<file path="src/rtl/block_err_pkg.sv">
package block_err_pkg;

        // coded block geometry
        localparam int NB_BLOCK   = 66;
        localparam int NB_SH      = 2;
        localparam int NB_PAYLOAD = NB_BLOCK - NB_SH;   // also the mask width

        // 64b/66b sync headers
        localparam logic [NB_SH-1:0] SH_CTRL = 2'b10;
        localparam logic [NB_SH-1:0] SH_DATA = 2'b01;

        // one-hot corruption modes, anything else disables injection
        localparam int NB_MODE = 4;
        localparam logic [NB_MODE-1:0] MODE_ALIGN = 4'b0001;   // aligner tagged blocks
        localparam logic [NB_MODE-1:0] MODE_CTRL  = 4'b0010;   // control blocks
        localparam logic [NB_MODE-1:0] MODE_DATA  = 4'b0100;   // data blocks
        localparam logic [NB_MODE-1:0] MODE_ALL   = 4'b1000;   // every block

        // countdown widths
        localparam int NB_BURST  = 10;
        localparam int NB_PERIOD = 10;
        localparam int NB_REPEAT = 4;

        // monitor statistics
        localparam int NB_STAT = 32;

        // header over payload
        typedef struct packed {
                logic [NB_SH-1:0]      sh;
                logic [NB_PAYLOAD-1:0] payload;
        } coded_block_s;

        // same 66 bits, raw or split
        typedef union packed {
                logic [NB_BLOCK-1:0] raw;
                coded_block_s        fld;
        } coded_block_u;

endpackage

</file>
<file path="src/rtl/err_cfg_if.sv">
interface err_cfg_if;

        logic [block_err_pkg::NB_MODE-1:0]    mode;     // one-hot mode
        logic [block_err_pkg::NB_PAYLOAD-1:0] mask;     // payload bits to flip
        logic [block_err_pkg::NB_BURST-1:0]   burst;    // corrupted blocks per period
        logic [block_err_pkg::NB_PERIOD-1:0]  period;   // valid blocks per period
        logic [block_err_pkg::NB_REPEAT-1:0]  repeats;  // extra periods, repeat is a keyword
        logic                                 apply;    // one cycle, new values live

        // register block side
        modport cfg_src (
                output mode, mask, burst, period, repeats, apply
        );

        // countdowns
        modport sched_dst (
                input burst, period, repeats, apply
        );

        // block classification and flip
        modport brk_dst (
                input mode, mask
        );

        // bit statistics
        modport mon_dst (
                input mask
        );

endinterface

</file>
<file path="src/rtl/err_cfg_regs.sv">
module err_cfg_regs (
        input  logic                                 i_clock,
        input  logic                                 i_reset,
        input  logic                                 i_cfg_req,
        input  logic [block_err_pkg::NB_MODE-1:0]    i_cfg_mode,
        input  logic [block_err_pkg::NB_PAYLOAD-1:0] i_cfg_mask,
        input  logic [block_err_pkg::NB_BURST-1:0]   i_cfg_burst,
        input  logic [block_err_pkg::NB_PERIOD-1:0]  i_cfg_period,
        input  logic [block_err_pkg::NB_REPEAT-1:0]  i_cfg_repeat,
        output logic                                 o_cfg_ack,
        err_cfg_if.cfg_src                           cfg
);

        logic capture;  // req seen, no ack yet, not already applying

        assign capture = i_cfg_req && !o_cfg_ack && !cfg.apply;

        // applied mode and mask, zero means nothing is touched
        always_ff @(posedge i_clock)
        begin
                if (i_reset)
                begin
                        cfg.mode <= '0;
                        cfg.mask <= '0;
                end
                else if (capture)
                begin
                        cfg.mode <= i_cfg_mode;
                        cfg.mask <= i_cfg_mask;
                end
        end

        // countdown reload values
        always_ff @(posedge i_clock)
        begin
                if (i_reset)
                begin
                        cfg.burst   <= '0;
                        cfg.period  <= '0;
                        cfg.repeats <= '0;
                end
                else if (capture)
                begin
                        cfg.burst   <= i_cfg_burst;
                        cfg.period  <= i_cfg_period;
                        cfg.repeats <= i_cfg_repeat;
                end
        end

        // apply lines up with the first cycle of the new values
        // ack follows one edge later, drops once req is seen low
        always_ff @(posedge i_clock)
        begin
                if (i_reset)
                begin
                        cfg.apply <= 1'b0;
                        o_cfg_ack <= 1'b0;
                end
                else
                begin
                        cfg.apply <= capture;
                        if (cfg.apply)
                                o_cfg_ack <= 1'b1;
                        else if (!i_cfg_req)
                                o_cfg_ack <= 1'b0;      // phase 4
                end
        end

        // ack only ever answers a request that started the capture
        a_ack_needs_req: assert property (@(posedge i_clock) disable iff (i_reset)
                $rose(o_cfg_ack) |-> $past(i_cfg_req, 2));

        a_apply_single: assert property (@(posedge i_clock) disable iff (i_reset)
                cfg.apply |=> !cfg.apply);

endmodule

</file>
<file path="src/rtl/err_scheduler.sv">
module err_scheduler (
        input  logic       i_clock,
        input  logic       i_reset,
        input  logic       i_valid,
        input  logic       i_eligible,     // block matches the mode
        output logic       o_hit,          // corrupt this block
        err_cfg_if.sched_dst cfg
);

        logic [block_err_pkg::NB_BURST-1:0]  burst_cnt;   // hits left this period
        logic [block_err_pkg::NB_PERIOD-1:0] period_cnt;  // valid blocks left this period
        logic [block_err_pkg::NB_REPEAT-1:0] repeat_cnt;  // periods left after this one

        logic burst_on;
        logic period_on;
        logic repeat_on;
        logic period_end;

        assign burst_on   = (burst_cnt != '0);
        assign period_on  = (period_cnt != '0);
        assign repeat_on  = (repeat_cnt != '0);
        assign period_end = (period_cnt == block_err_pkg::NB_PERIOD'(1));

        // burst window sits at the start of each period
        // nothing is hit while a new config is being loaded
        assign o_hit = i_valid && i_eligible && burst_on && period_on && !cfg.apply;

        always_ff @(posedge i_clock)
        begin
                if (i_reset)
                begin
                        burst_cnt  <= '0;
                        period_cnt <= '0;
                        repeat_cnt <= '0;
                end
                else if (cfg.apply)     // wins over any block this cycle
                begin
                        burst_cnt  <= cfg.burst;
                        period_cnt <= cfg.period;
                        repeat_cnt <= cfg.repeats;
                end
                else if (i_valid)
                begin
                        if (period_end)
                        begin
                                if (repeat_on)  // next period with the same pattern
                                begin
                                        burst_cnt  <= cfg.burst;
                                        period_cnt <= cfg.period;
                                        repeat_cnt <= repeat_cnt - 1'b1;
                                end
                                else            // last period done so injection stops
                                begin
                                        burst_cnt  <= '0;
                                        period_cnt <= '0;
                                end
                        end
                        else
                        begin
                                if (period_on)
                                        period_cnt <= period_cnt - 1'b1;
                                if (o_hit)
                                        burst_cnt <= burst_cnt - 1'b1;
                        end
                end
                // invalid cycles hold everything
        end

        // a spent burst stays spent until the next reload
        a_burst_no_wrap: assert property (@(posedge i_clock) disable iff (i_reset)
                (!burst_on && !cfg.apply && !(i_valid && period_end)) |=> !burst_on);

endmodule

</file>
<file path="src/rtl/payload_breaker.sv">
module payload_breaker (
        input  logic                               i_clock,
        input  logic                               i_reset,
        input  logic                               i_valid,
        input  logic                               i_aligner_tag,  // block is an aligner
        input  logic [block_err_pkg::NB_BLOCK-1:0] i_data,
        input  logic                               i_hit,          // from the scheduler
        output logic                               o_eligible,     // to the scheduler
        output logic                               o_valid,
        output logic                               o_aligner_tag,
        output logic [block_err_pkg::NB_BLOCK-1:0] o_data,
        output logic                               o_hit,          // registered, to monitor
        err_cfg_if.brk_dst                         cfg
);

        block_err_pkg::coded_block_u blk_in;
        block_err_pkg::coded_block_u blk_err;

        logic sh_ctrl;
        logic sh_data;

        assign blk_in.raw = i_data;

        // classify by sync header
        assign sh_ctrl = (blk_in.fld.sh == block_err_pkg::SH_CTRL);
        assign sh_data = (blk_in.fld.sh == block_err_pkg::SH_DATA);

        // invalid headers only match in MODE_ALL or MODE_ALIGN
        assign o_eligible = (cfg.mode == block_err_pkg::MODE_ALL) ||
                            ((cfg.mode == block_err_pkg::MODE_ALIGN) && i_aligner_tag) ||
                            ((cfg.mode == block_err_pkg::MODE_CTRL) && sh_ctrl) ||
                            ((cfg.mode == block_err_pkg::MODE_DATA) && sh_data);

        // flip under mask, header kept
        assign blk_err.fld.sh      = blk_in.fld.sh;
        assign blk_err.fld.payload = blk_in.fld.payload ^ cfg.mask;

        // control outputs
        always_ff @(posedge i_clock)
        begin
                if (i_reset)
                begin
                        o_valid <= 1'b0;
                        o_hit   <= 1'b0;
                end
                else
                begin
                        o_valid <= i_valid;
                        o_hit   <= i_hit;
                end
        end

        // block and tag, loaded every cycle
        always_ff @(posedge i_clock)
        begin
                o_aligner_tag <= i_aligner_tag;
                if (i_hit)
                        o_data <= blk_err.raw;
                else
                        o_data <= i_data;       // passthrough
        end

        // sync header survives the stage untouched
        a_sh_kept: assert property (@(posedge i_clock) disable iff (i_reset)
                !$past(i_reset) |->
                        (o_data[block_err_pkg::NB_BLOCK-1 -: block_err_pkg::NB_SH] ==
                         $past(i_data[block_err_pkg::NB_BLOCK-1 -: block_err_pkg::NB_SH])));

endmodule

</file>
<file path="src/rtl/err_monitor.sv">
module err_monitor (
        input  logic                              i_clock,
        input  logic                              i_reset,
        input  logic                              i_hit,         // block left corrupted
        output logic [block_err_pkg::NB_STAT-1:0] o_err_blocks,
        output logic [block_err_pkg::NB_STAT-1:0] o_err_bits,
        err_cfg_if.mon_dst                        cfg
);

        logic [block_err_pkg::NB_PAYLOAD-1:0]       mask_q;      // mask of the hit cycle
        logic [$clog2(block_err_pkg::NB_PAYLOAD+1)-1:0] mask_ones;
        logic [block_err_pkg::NB_STAT:0]            bits_sum;    // one carry bit

        // hit is one cycle late, so is the mask it used
        always_ff @(posedge i_clock)
        begin
                mask_q <= cfg.mask;
        end

        assign mask_ones = $bits(mask_ones)'($countones(mask_q));
        assign bits_sum  = {1'b0, o_err_bits} + (block_err_pkg::NB_STAT+1)'(mask_ones);

        always_ff @(posedge i_clock)
        begin
                if (i_reset)
                begin
                        o_err_blocks <= '0;
                        o_err_bits   <= '0;
                end
                else if (i_hit)
                begin
                        if (o_err_blocks != '1)
                                o_err_blocks <= o_err_blocks + 1'b1;
                        // clamp on overflow
                        if (bits_sum[block_err_pkg::NB_STAT])
                                o_err_bits <= '1;
                        else
                                o_err_bits <= bits_sum[block_err_pkg::NB_STAT-1:0];
                end
        end

endmodule

</file>
<file path="src/rtl/block_err_inject_top.sv">
module block_err_inject_top (
        input  logic                                 i_clock,
        input  logic                                 i_reset,
        // block stream in
        input  logic                                 i_valid,
        input  logic                                 i_aligner_tag,
        input  logic [block_err_pkg::NB_BLOCK-1:0]   i_data,
        // config handshake
        input  logic                                 i_cfg_req,
        input  logic [block_err_pkg::NB_MODE-1:0]    i_cfg_mode,
        input  logic [block_err_pkg::NB_PAYLOAD-1:0] i_cfg_mask,
        input  logic [block_err_pkg::NB_BURST-1:0]   i_cfg_burst,
        input  logic [block_err_pkg::NB_PERIOD-1:0]  i_cfg_period,
        input  logic [block_err_pkg::NB_REPEAT-1:0]  i_cfg_repeat,
        output logic                                 o_cfg_ack,
        // block stream out, one cycle later
        output logic                                 o_valid,
        output logic                                 o_aligner_tag,
        output logic [block_err_pkg::NB_BLOCK-1:0]   o_data,
        // error statistics
        output logic [block_err_pkg::NB_STAT-1:0]    o_err_blocks,
        output logic [block_err_pkg::NB_STAT-1:0]    o_err_bits
);

        logic eligible;         // breaker to scheduler
        logic hit;              // scheduler to breaker
        logic out_hit;          // breaker to monitor, registered

        err_cfg_if u_cfg ();

        err_cfg_regs u_cfg_regs (
                .i_clock      (i_clock),
                .i_reset      (i_reset),
                .i_cfg_req    (i_cfg_req),
                .i_cfg_mode   (i_cfg_mode),
                .i_cfg_mask   (i_cfg_mask),
                .i_cfg_burst  (i_cfg_burst),
                .i_cfg_period (i_cfg_period),
                .i_cfg_repeat (i_cfg_repeat),
                .o_cfg_ack    (o_cfg_ack),
                .cfg          (u_cfg.cfg_src)
        );

        err_scheduler u_scheduler (
                .i_clock    (i_clock),
                .i_reset    (i_reset),
                .i_valid    (i_valid),
                .i_eligible (eligible),
                .o_hit      (hit),
                .cfg        (u_cfg.sched_dst)
        );

        payload_breaker u_breaker (
                .i_clock       (i_clock),
                .i_reset       (i_reset),
                .i_valid       (i_valid),
                .i_aligner_tag (i_aligner_tag),
                .i_data        (i_data),
                .i_hit         (hit),
                .o_eligible    (eligible),
                .o_valid       (o_valid),
                .o_aligner_tag (o_aligner_tag),
                .o_data        (o_data),
                .o_hit         (out_hit),
                .cfg           (u_cfg.brk_dst)
        );

        err_monitor u_monitor (
                .i_clock      (i_clock),
                .i_reset      (i_reset),
                .i_hit        (out_hit),
                .o_err_blocks (o_err_blocks),
                .o_err_bits   (o_err_bits),
                .cfg          (u_cfg.mon_dst)
        );

endmodule

</file>
<file path="config.mk">
export PLATFORM = sky130hd
export DESIGN_NAME = block_err_inject_top
export DESIGN_NICKNAME = d
export VERILOG_FILES = /design/src/rtl/block_err_pkg.sv /design/src/rtl/err_cfg_if.sv /design/src/rtl/err_cfg_regs.sv /design/src/rtl/err_scheduler.sv /design/src/rtl/payload_breaker.sv /design/src/rtl/err_monitor.sv /design/src/rtl/block_err_inject_top.sv
export SDC_FILE = /design/constraint.sdc
export NUM_CORES = 1
export LEC_CHECK = 0
export ABC_CLOCK_PERIOD_IN_PS = 6200
export BUFFER_PORTS_ARGS = -buffer_cell sky130_fd_sc_hd__buf_2
export CAP_MARGIN = 20
export CORE_ASPECT_RATIO = 0.6
export CORE_MARGIN = 1.5
export CORE_UTILIZATION = 30
export CTS_CLUSTER_DIAMETER = 50
export DETAILED_ROUTE_END_ITERATION = 12
export SETUP_SLACK_MARGIN = 0.05
export SYNTH_ARGS = -nofsm -noshare
export SYNTH_HDL_FRONTEND = slang
export SYNTH_HIERARCHICAL = 1
export SYNTH_SLANG_ARGS = --single-unit
</file>
<file path="constraint.sdc">
create_clock -name i_clock -period 6.2 [get_ports i_clock]
set_input_delay 0.93 -clock i_clock [delete_from_list [all_inputs] [get_ports i_clock]]
set_output_delay 0.93 -clock i_clock [all_outputs]
set_load 0.02 [all_outputs]
</file>
==> impl_metrics.tcl <==
set metrics [dict create \
    fmax_ghz 0.158 \
    insertion_delay_ns 0.54 \
    drtIter0Drc 710 \
    rows 61 \
    crit_arrival_ns 6.70 \
    grt_max_degree 131 \
    avgSynthCellArea_um2 10.0 \
    start_kind "flip-flop" \
    die_x_um 285 \
    hold_viol_final 0 \
    crit_path_end_kind "flip-flop" \
    dieArea_um2 49200 \
    syn2layout_area_growth_pct 24.7 \
    report.power.total_mw 7.76 \
    ys_types 76 \
    rsz0062_at_grt "true" \
    ff_latch_area_um2 6310 \
    netlist_top_cells_area "dfxtp_1 44%, nand2b_1 8.2%, fa_1 7.8%" \
    first_pass_iters 5 \
    routed_wl_um 37700 \
    synth_edf_count 0 \
    synth_top_area_share 0.440 \
    placed_area_um2 16500 \
    p_per_area_nw_per_um2 434 \
    ir_drop_mv 0.383 \
    max_slew_margin 0.255 \
    violations "negative setup slack" \
    crit_top_cell "fa_1" \
    worst_pin_slew_ns 1.10 \
    grtUsageTotal 0.149 \
    multiInputGateArea_um2 7430 \
    drc 0 \
    yosys.area_share.simple 0.187 \
    worstPathMaxFanout 5 \
    critPathKind "reg -> reg" \
    cts_made_buffers 39 \
    crit_buf_inv 5 \
    path_clk_slew_ns 0.06 \
    ys.flop_type "dfxtp_1" \
    syn_area_um2 14300 \
    synth_largest_area_cell "dfxtp_1" \
    dpl_worst_slack_ns -0.310 \
    design_area_um2 17900 \
    synth_compound_area_frac 0.0733 \
    via_per_inst 4.55 \
    yosys.area_share.xor_xnor 0.0739 \
    syn_inst 1432 \
    yosys_warnings 6 \
    start_util 0.307 \
    cts_root_buffer "clkbuf_16" \
    vias 10800 \
    synthesis.nets 1683 \
    synth_top_family_by_area "simple AND/OR/NAND/NOR gates" \
    synthMuxAreaShare 0.0670 \
    period_share 1.02 \
    cts_sinks 315 \
    fillers 4699 \
    design.core.area_um2 46700 \
    setup_ws_ns -0.140 \
    slew_violations 0 \
    clock_path_buffers 3 \
    numPortBuffers 295 \
    slowest_stage "fa_1" \
    grt_pass1_wl_um 58100 \
    antenna_found_initial 6 \
    fp.dieH_um 172 \
    ys_async_sr_fraction 0 \
    nets 1971 \
    place_congestion 0.824 \
    hold_class "reg -> reg" \
    finClkSkew_ns 0.0238 \
    hpwl_um 27600 \
    synthAdderAreaFrac 0.106 \
    io_pins 296 \
    htreeDepth 2 \
    outcome "complete, but fails checks" \
    path_cells "inv_2 > fa_1 > inv_2 > fa_2 > inv_2 > fa_1 > fa_1 > fa_1 > fa_1 > fa_1 > fa_1 > fa_2 > inv_2 > fa_2 > a21o_1 > a221oi_4 > o21ai_2 > a21oi_2 > buf_6 > a211oi_4" \
    wl_per_cell_um 15.8 \
    drive_above_1_share 0.246 \
    p_leak_nw 7.58 \
    required_ns 6.56 \
    cpPeakStageDelay_ns 0.55 \
    critical-path-top-delay-family "adder cells" \
    grt_pass1_vias 10600 \
    hold_buffers 0 \
    min_period_ns 6.34 \
    seq_area_frac_synth 0.440 \
    cts_tree "done" \
    cap_violations 0 \
    grt.overflow.total 0 \
    synth-seq-cells 315 \
    setup_viol 31 \
    ant_nets 0 \
]
-- synthesized netlist by cell type, drive strengths merged (3+ instances only) --
library cell / instances
or3: 9
a22oi: 6
a21oi: 41
ha: 32
clkbuf: 40
a41oi: 3
a21o: 3
nor2: 80
o31ai: 3
nand4: 19
inv: 108
xnor2: 77
nand2b: 187
or4b: 3
nor2b: 5
a32o: 3
dfxtp: 315
or4: 5
a311oi: 4
nand2: 88
fa: 56
buf: 28
mux2i: 96
nor4: 9
o21a: 3
a211oi: 19
and3: 12
o2111ai: 8
xor2: 44
a31oi: 8
nor3: 22
a221oi: 7
and2: 10
and4: 4
nor4b: 4
o2bb2ai: 3
o21ai: 20
nand3: 24
-- worst reg2reg max path, stage by stage, from the launching register on --
cell and delay, ns:
dfxtp_2 0.32, inv_2 0.03, fa_1 0.55, inv_2 0.04, fa_2 0.53, inv_2 0.04
fa_1 0.46, fa_1 0.52, fa_1 0.44, fa_1 0.54, fa_1 0.43, fa_1 0.52
fa_2 0.22, inv_2 0.04, fa_2 0.34, a21o_1 0.21, a221oi_4 0.34, o21ai_2 0.14
a21oi_2 0.23, buf_6 0.17, a211oi_4 0.08
-- power breakdown --
group          switching (mW)  internal [mW]
Combinational            1.71           1.39
Clock                   0.930           1.34
Sequential              0.173           2.22
-- final cells by class --
class,count,area share
Tap cell,630,0.0441
Timing Repair Buffer,315,0.0929
Inverter,108,0.0227
Clock buffer,52,0.0608
Sequential cell,315,0.353
Multi-Input combinational cell,941,0.416
Antenna cell,4,0.000560
Clock inverter,17,0.0106
-- path summary, 6_finish.rpt --
check                     startpoint                 endpoint  slack [ns]  depth (start not counted)
max             u_monitor/mask_q[34]  u_monitor/o_err_bits[0]       -0.14                         20
min          u_cfg_regs/cfg.mask[32]     u_monitor/mask_q[32]        0.36                          0
max reg2reg     u_monitor/mask_q[34]  u_monitor/o_err_bits[0]       -0.14                         20
min reg2reg  u_cfg_regs/cfg.mask[32]     u_monitor/mask_q[32]        0.36                          0
-- repair_timing --
item / 4_1_cts / 5_1_grt
pin swaps: 12 / 2
cloned: 1 / 0
setup buffers: 2 / 1
setup endpoints to repair: 32 / 32
resized for setup: 23 / 6
-- cell usage in the layout (no fill, tap or decap), drive strengths merged, types with 24 or more instances in the layout --
cell / instances
buf: 315
nand2: 88
nand2b: 187
mux2i: 96
dfxtp: 315
fa: 56
xnor2: 77
xor2: 44
inv: 113
ha: 32
nor2: 80
nand3: 24
a21oi: 41
clkbuf: 52
-- state kept, by name, indices dropped and copies added (netlist names), 4 cells and up --
register / count
u_scheduler/period_cnt: 10
u_cfg_regs/cfg.burst: 10
u_cfg_regs/cfg.period: 10
u_monitor/mask_q: 64
u_monitor/o_err_bits: 32
u_scheduler/repeat_cnt: 4
u_scheduler/burst_cnt: 10
u_monitor/o_err_blocks: 32
u_breaker/o_data: 66
u_cfg_regs/cfg.repeats: 4
u_cfg_regs/cfg.mask: 64
u_cfg_regs/cfg.mode: 4
-- per-layer routing --
| layer | part of all wire | track usage |
|---|---|---|
| met5 | 0.00042 | 0 |
| met4 | 0.015 | 0.0386 |
| met3 | 0.055 | 0.0363 |
| met2 | 0.45 | 0.232 |
| met1 | 0.48 | 0.207 |
-- metrics by stage --
step,std cells,TNS [ns],util,hold WS [ns]
2_1_floorplan,1432,0,-,0.351
3_3_place_gp,2304,-2.82,0.352,0.363
3_5_place_dp,2305,-5.76,0.352,0.359
4_1_cts,2377,-3.85,0.382,0.367
5_1_grt,2380,-10.04,0.383,0.376
6_report,2382,-3.26,0.383,0.364
-- cell families (layout without fill, tap and decap cells) --
family | after synthesis | count (layout)
other cells | 0 | 4
buf+inv | 176 | 492
compound gates | 148 | 148
simple gates | 488 | 488
flops | 315 | 315
xor+xnor | 121 | 121
fa+ha+maj | 88 | 88
mux | 96 | 96
Power figures use the tool's default switching activity.
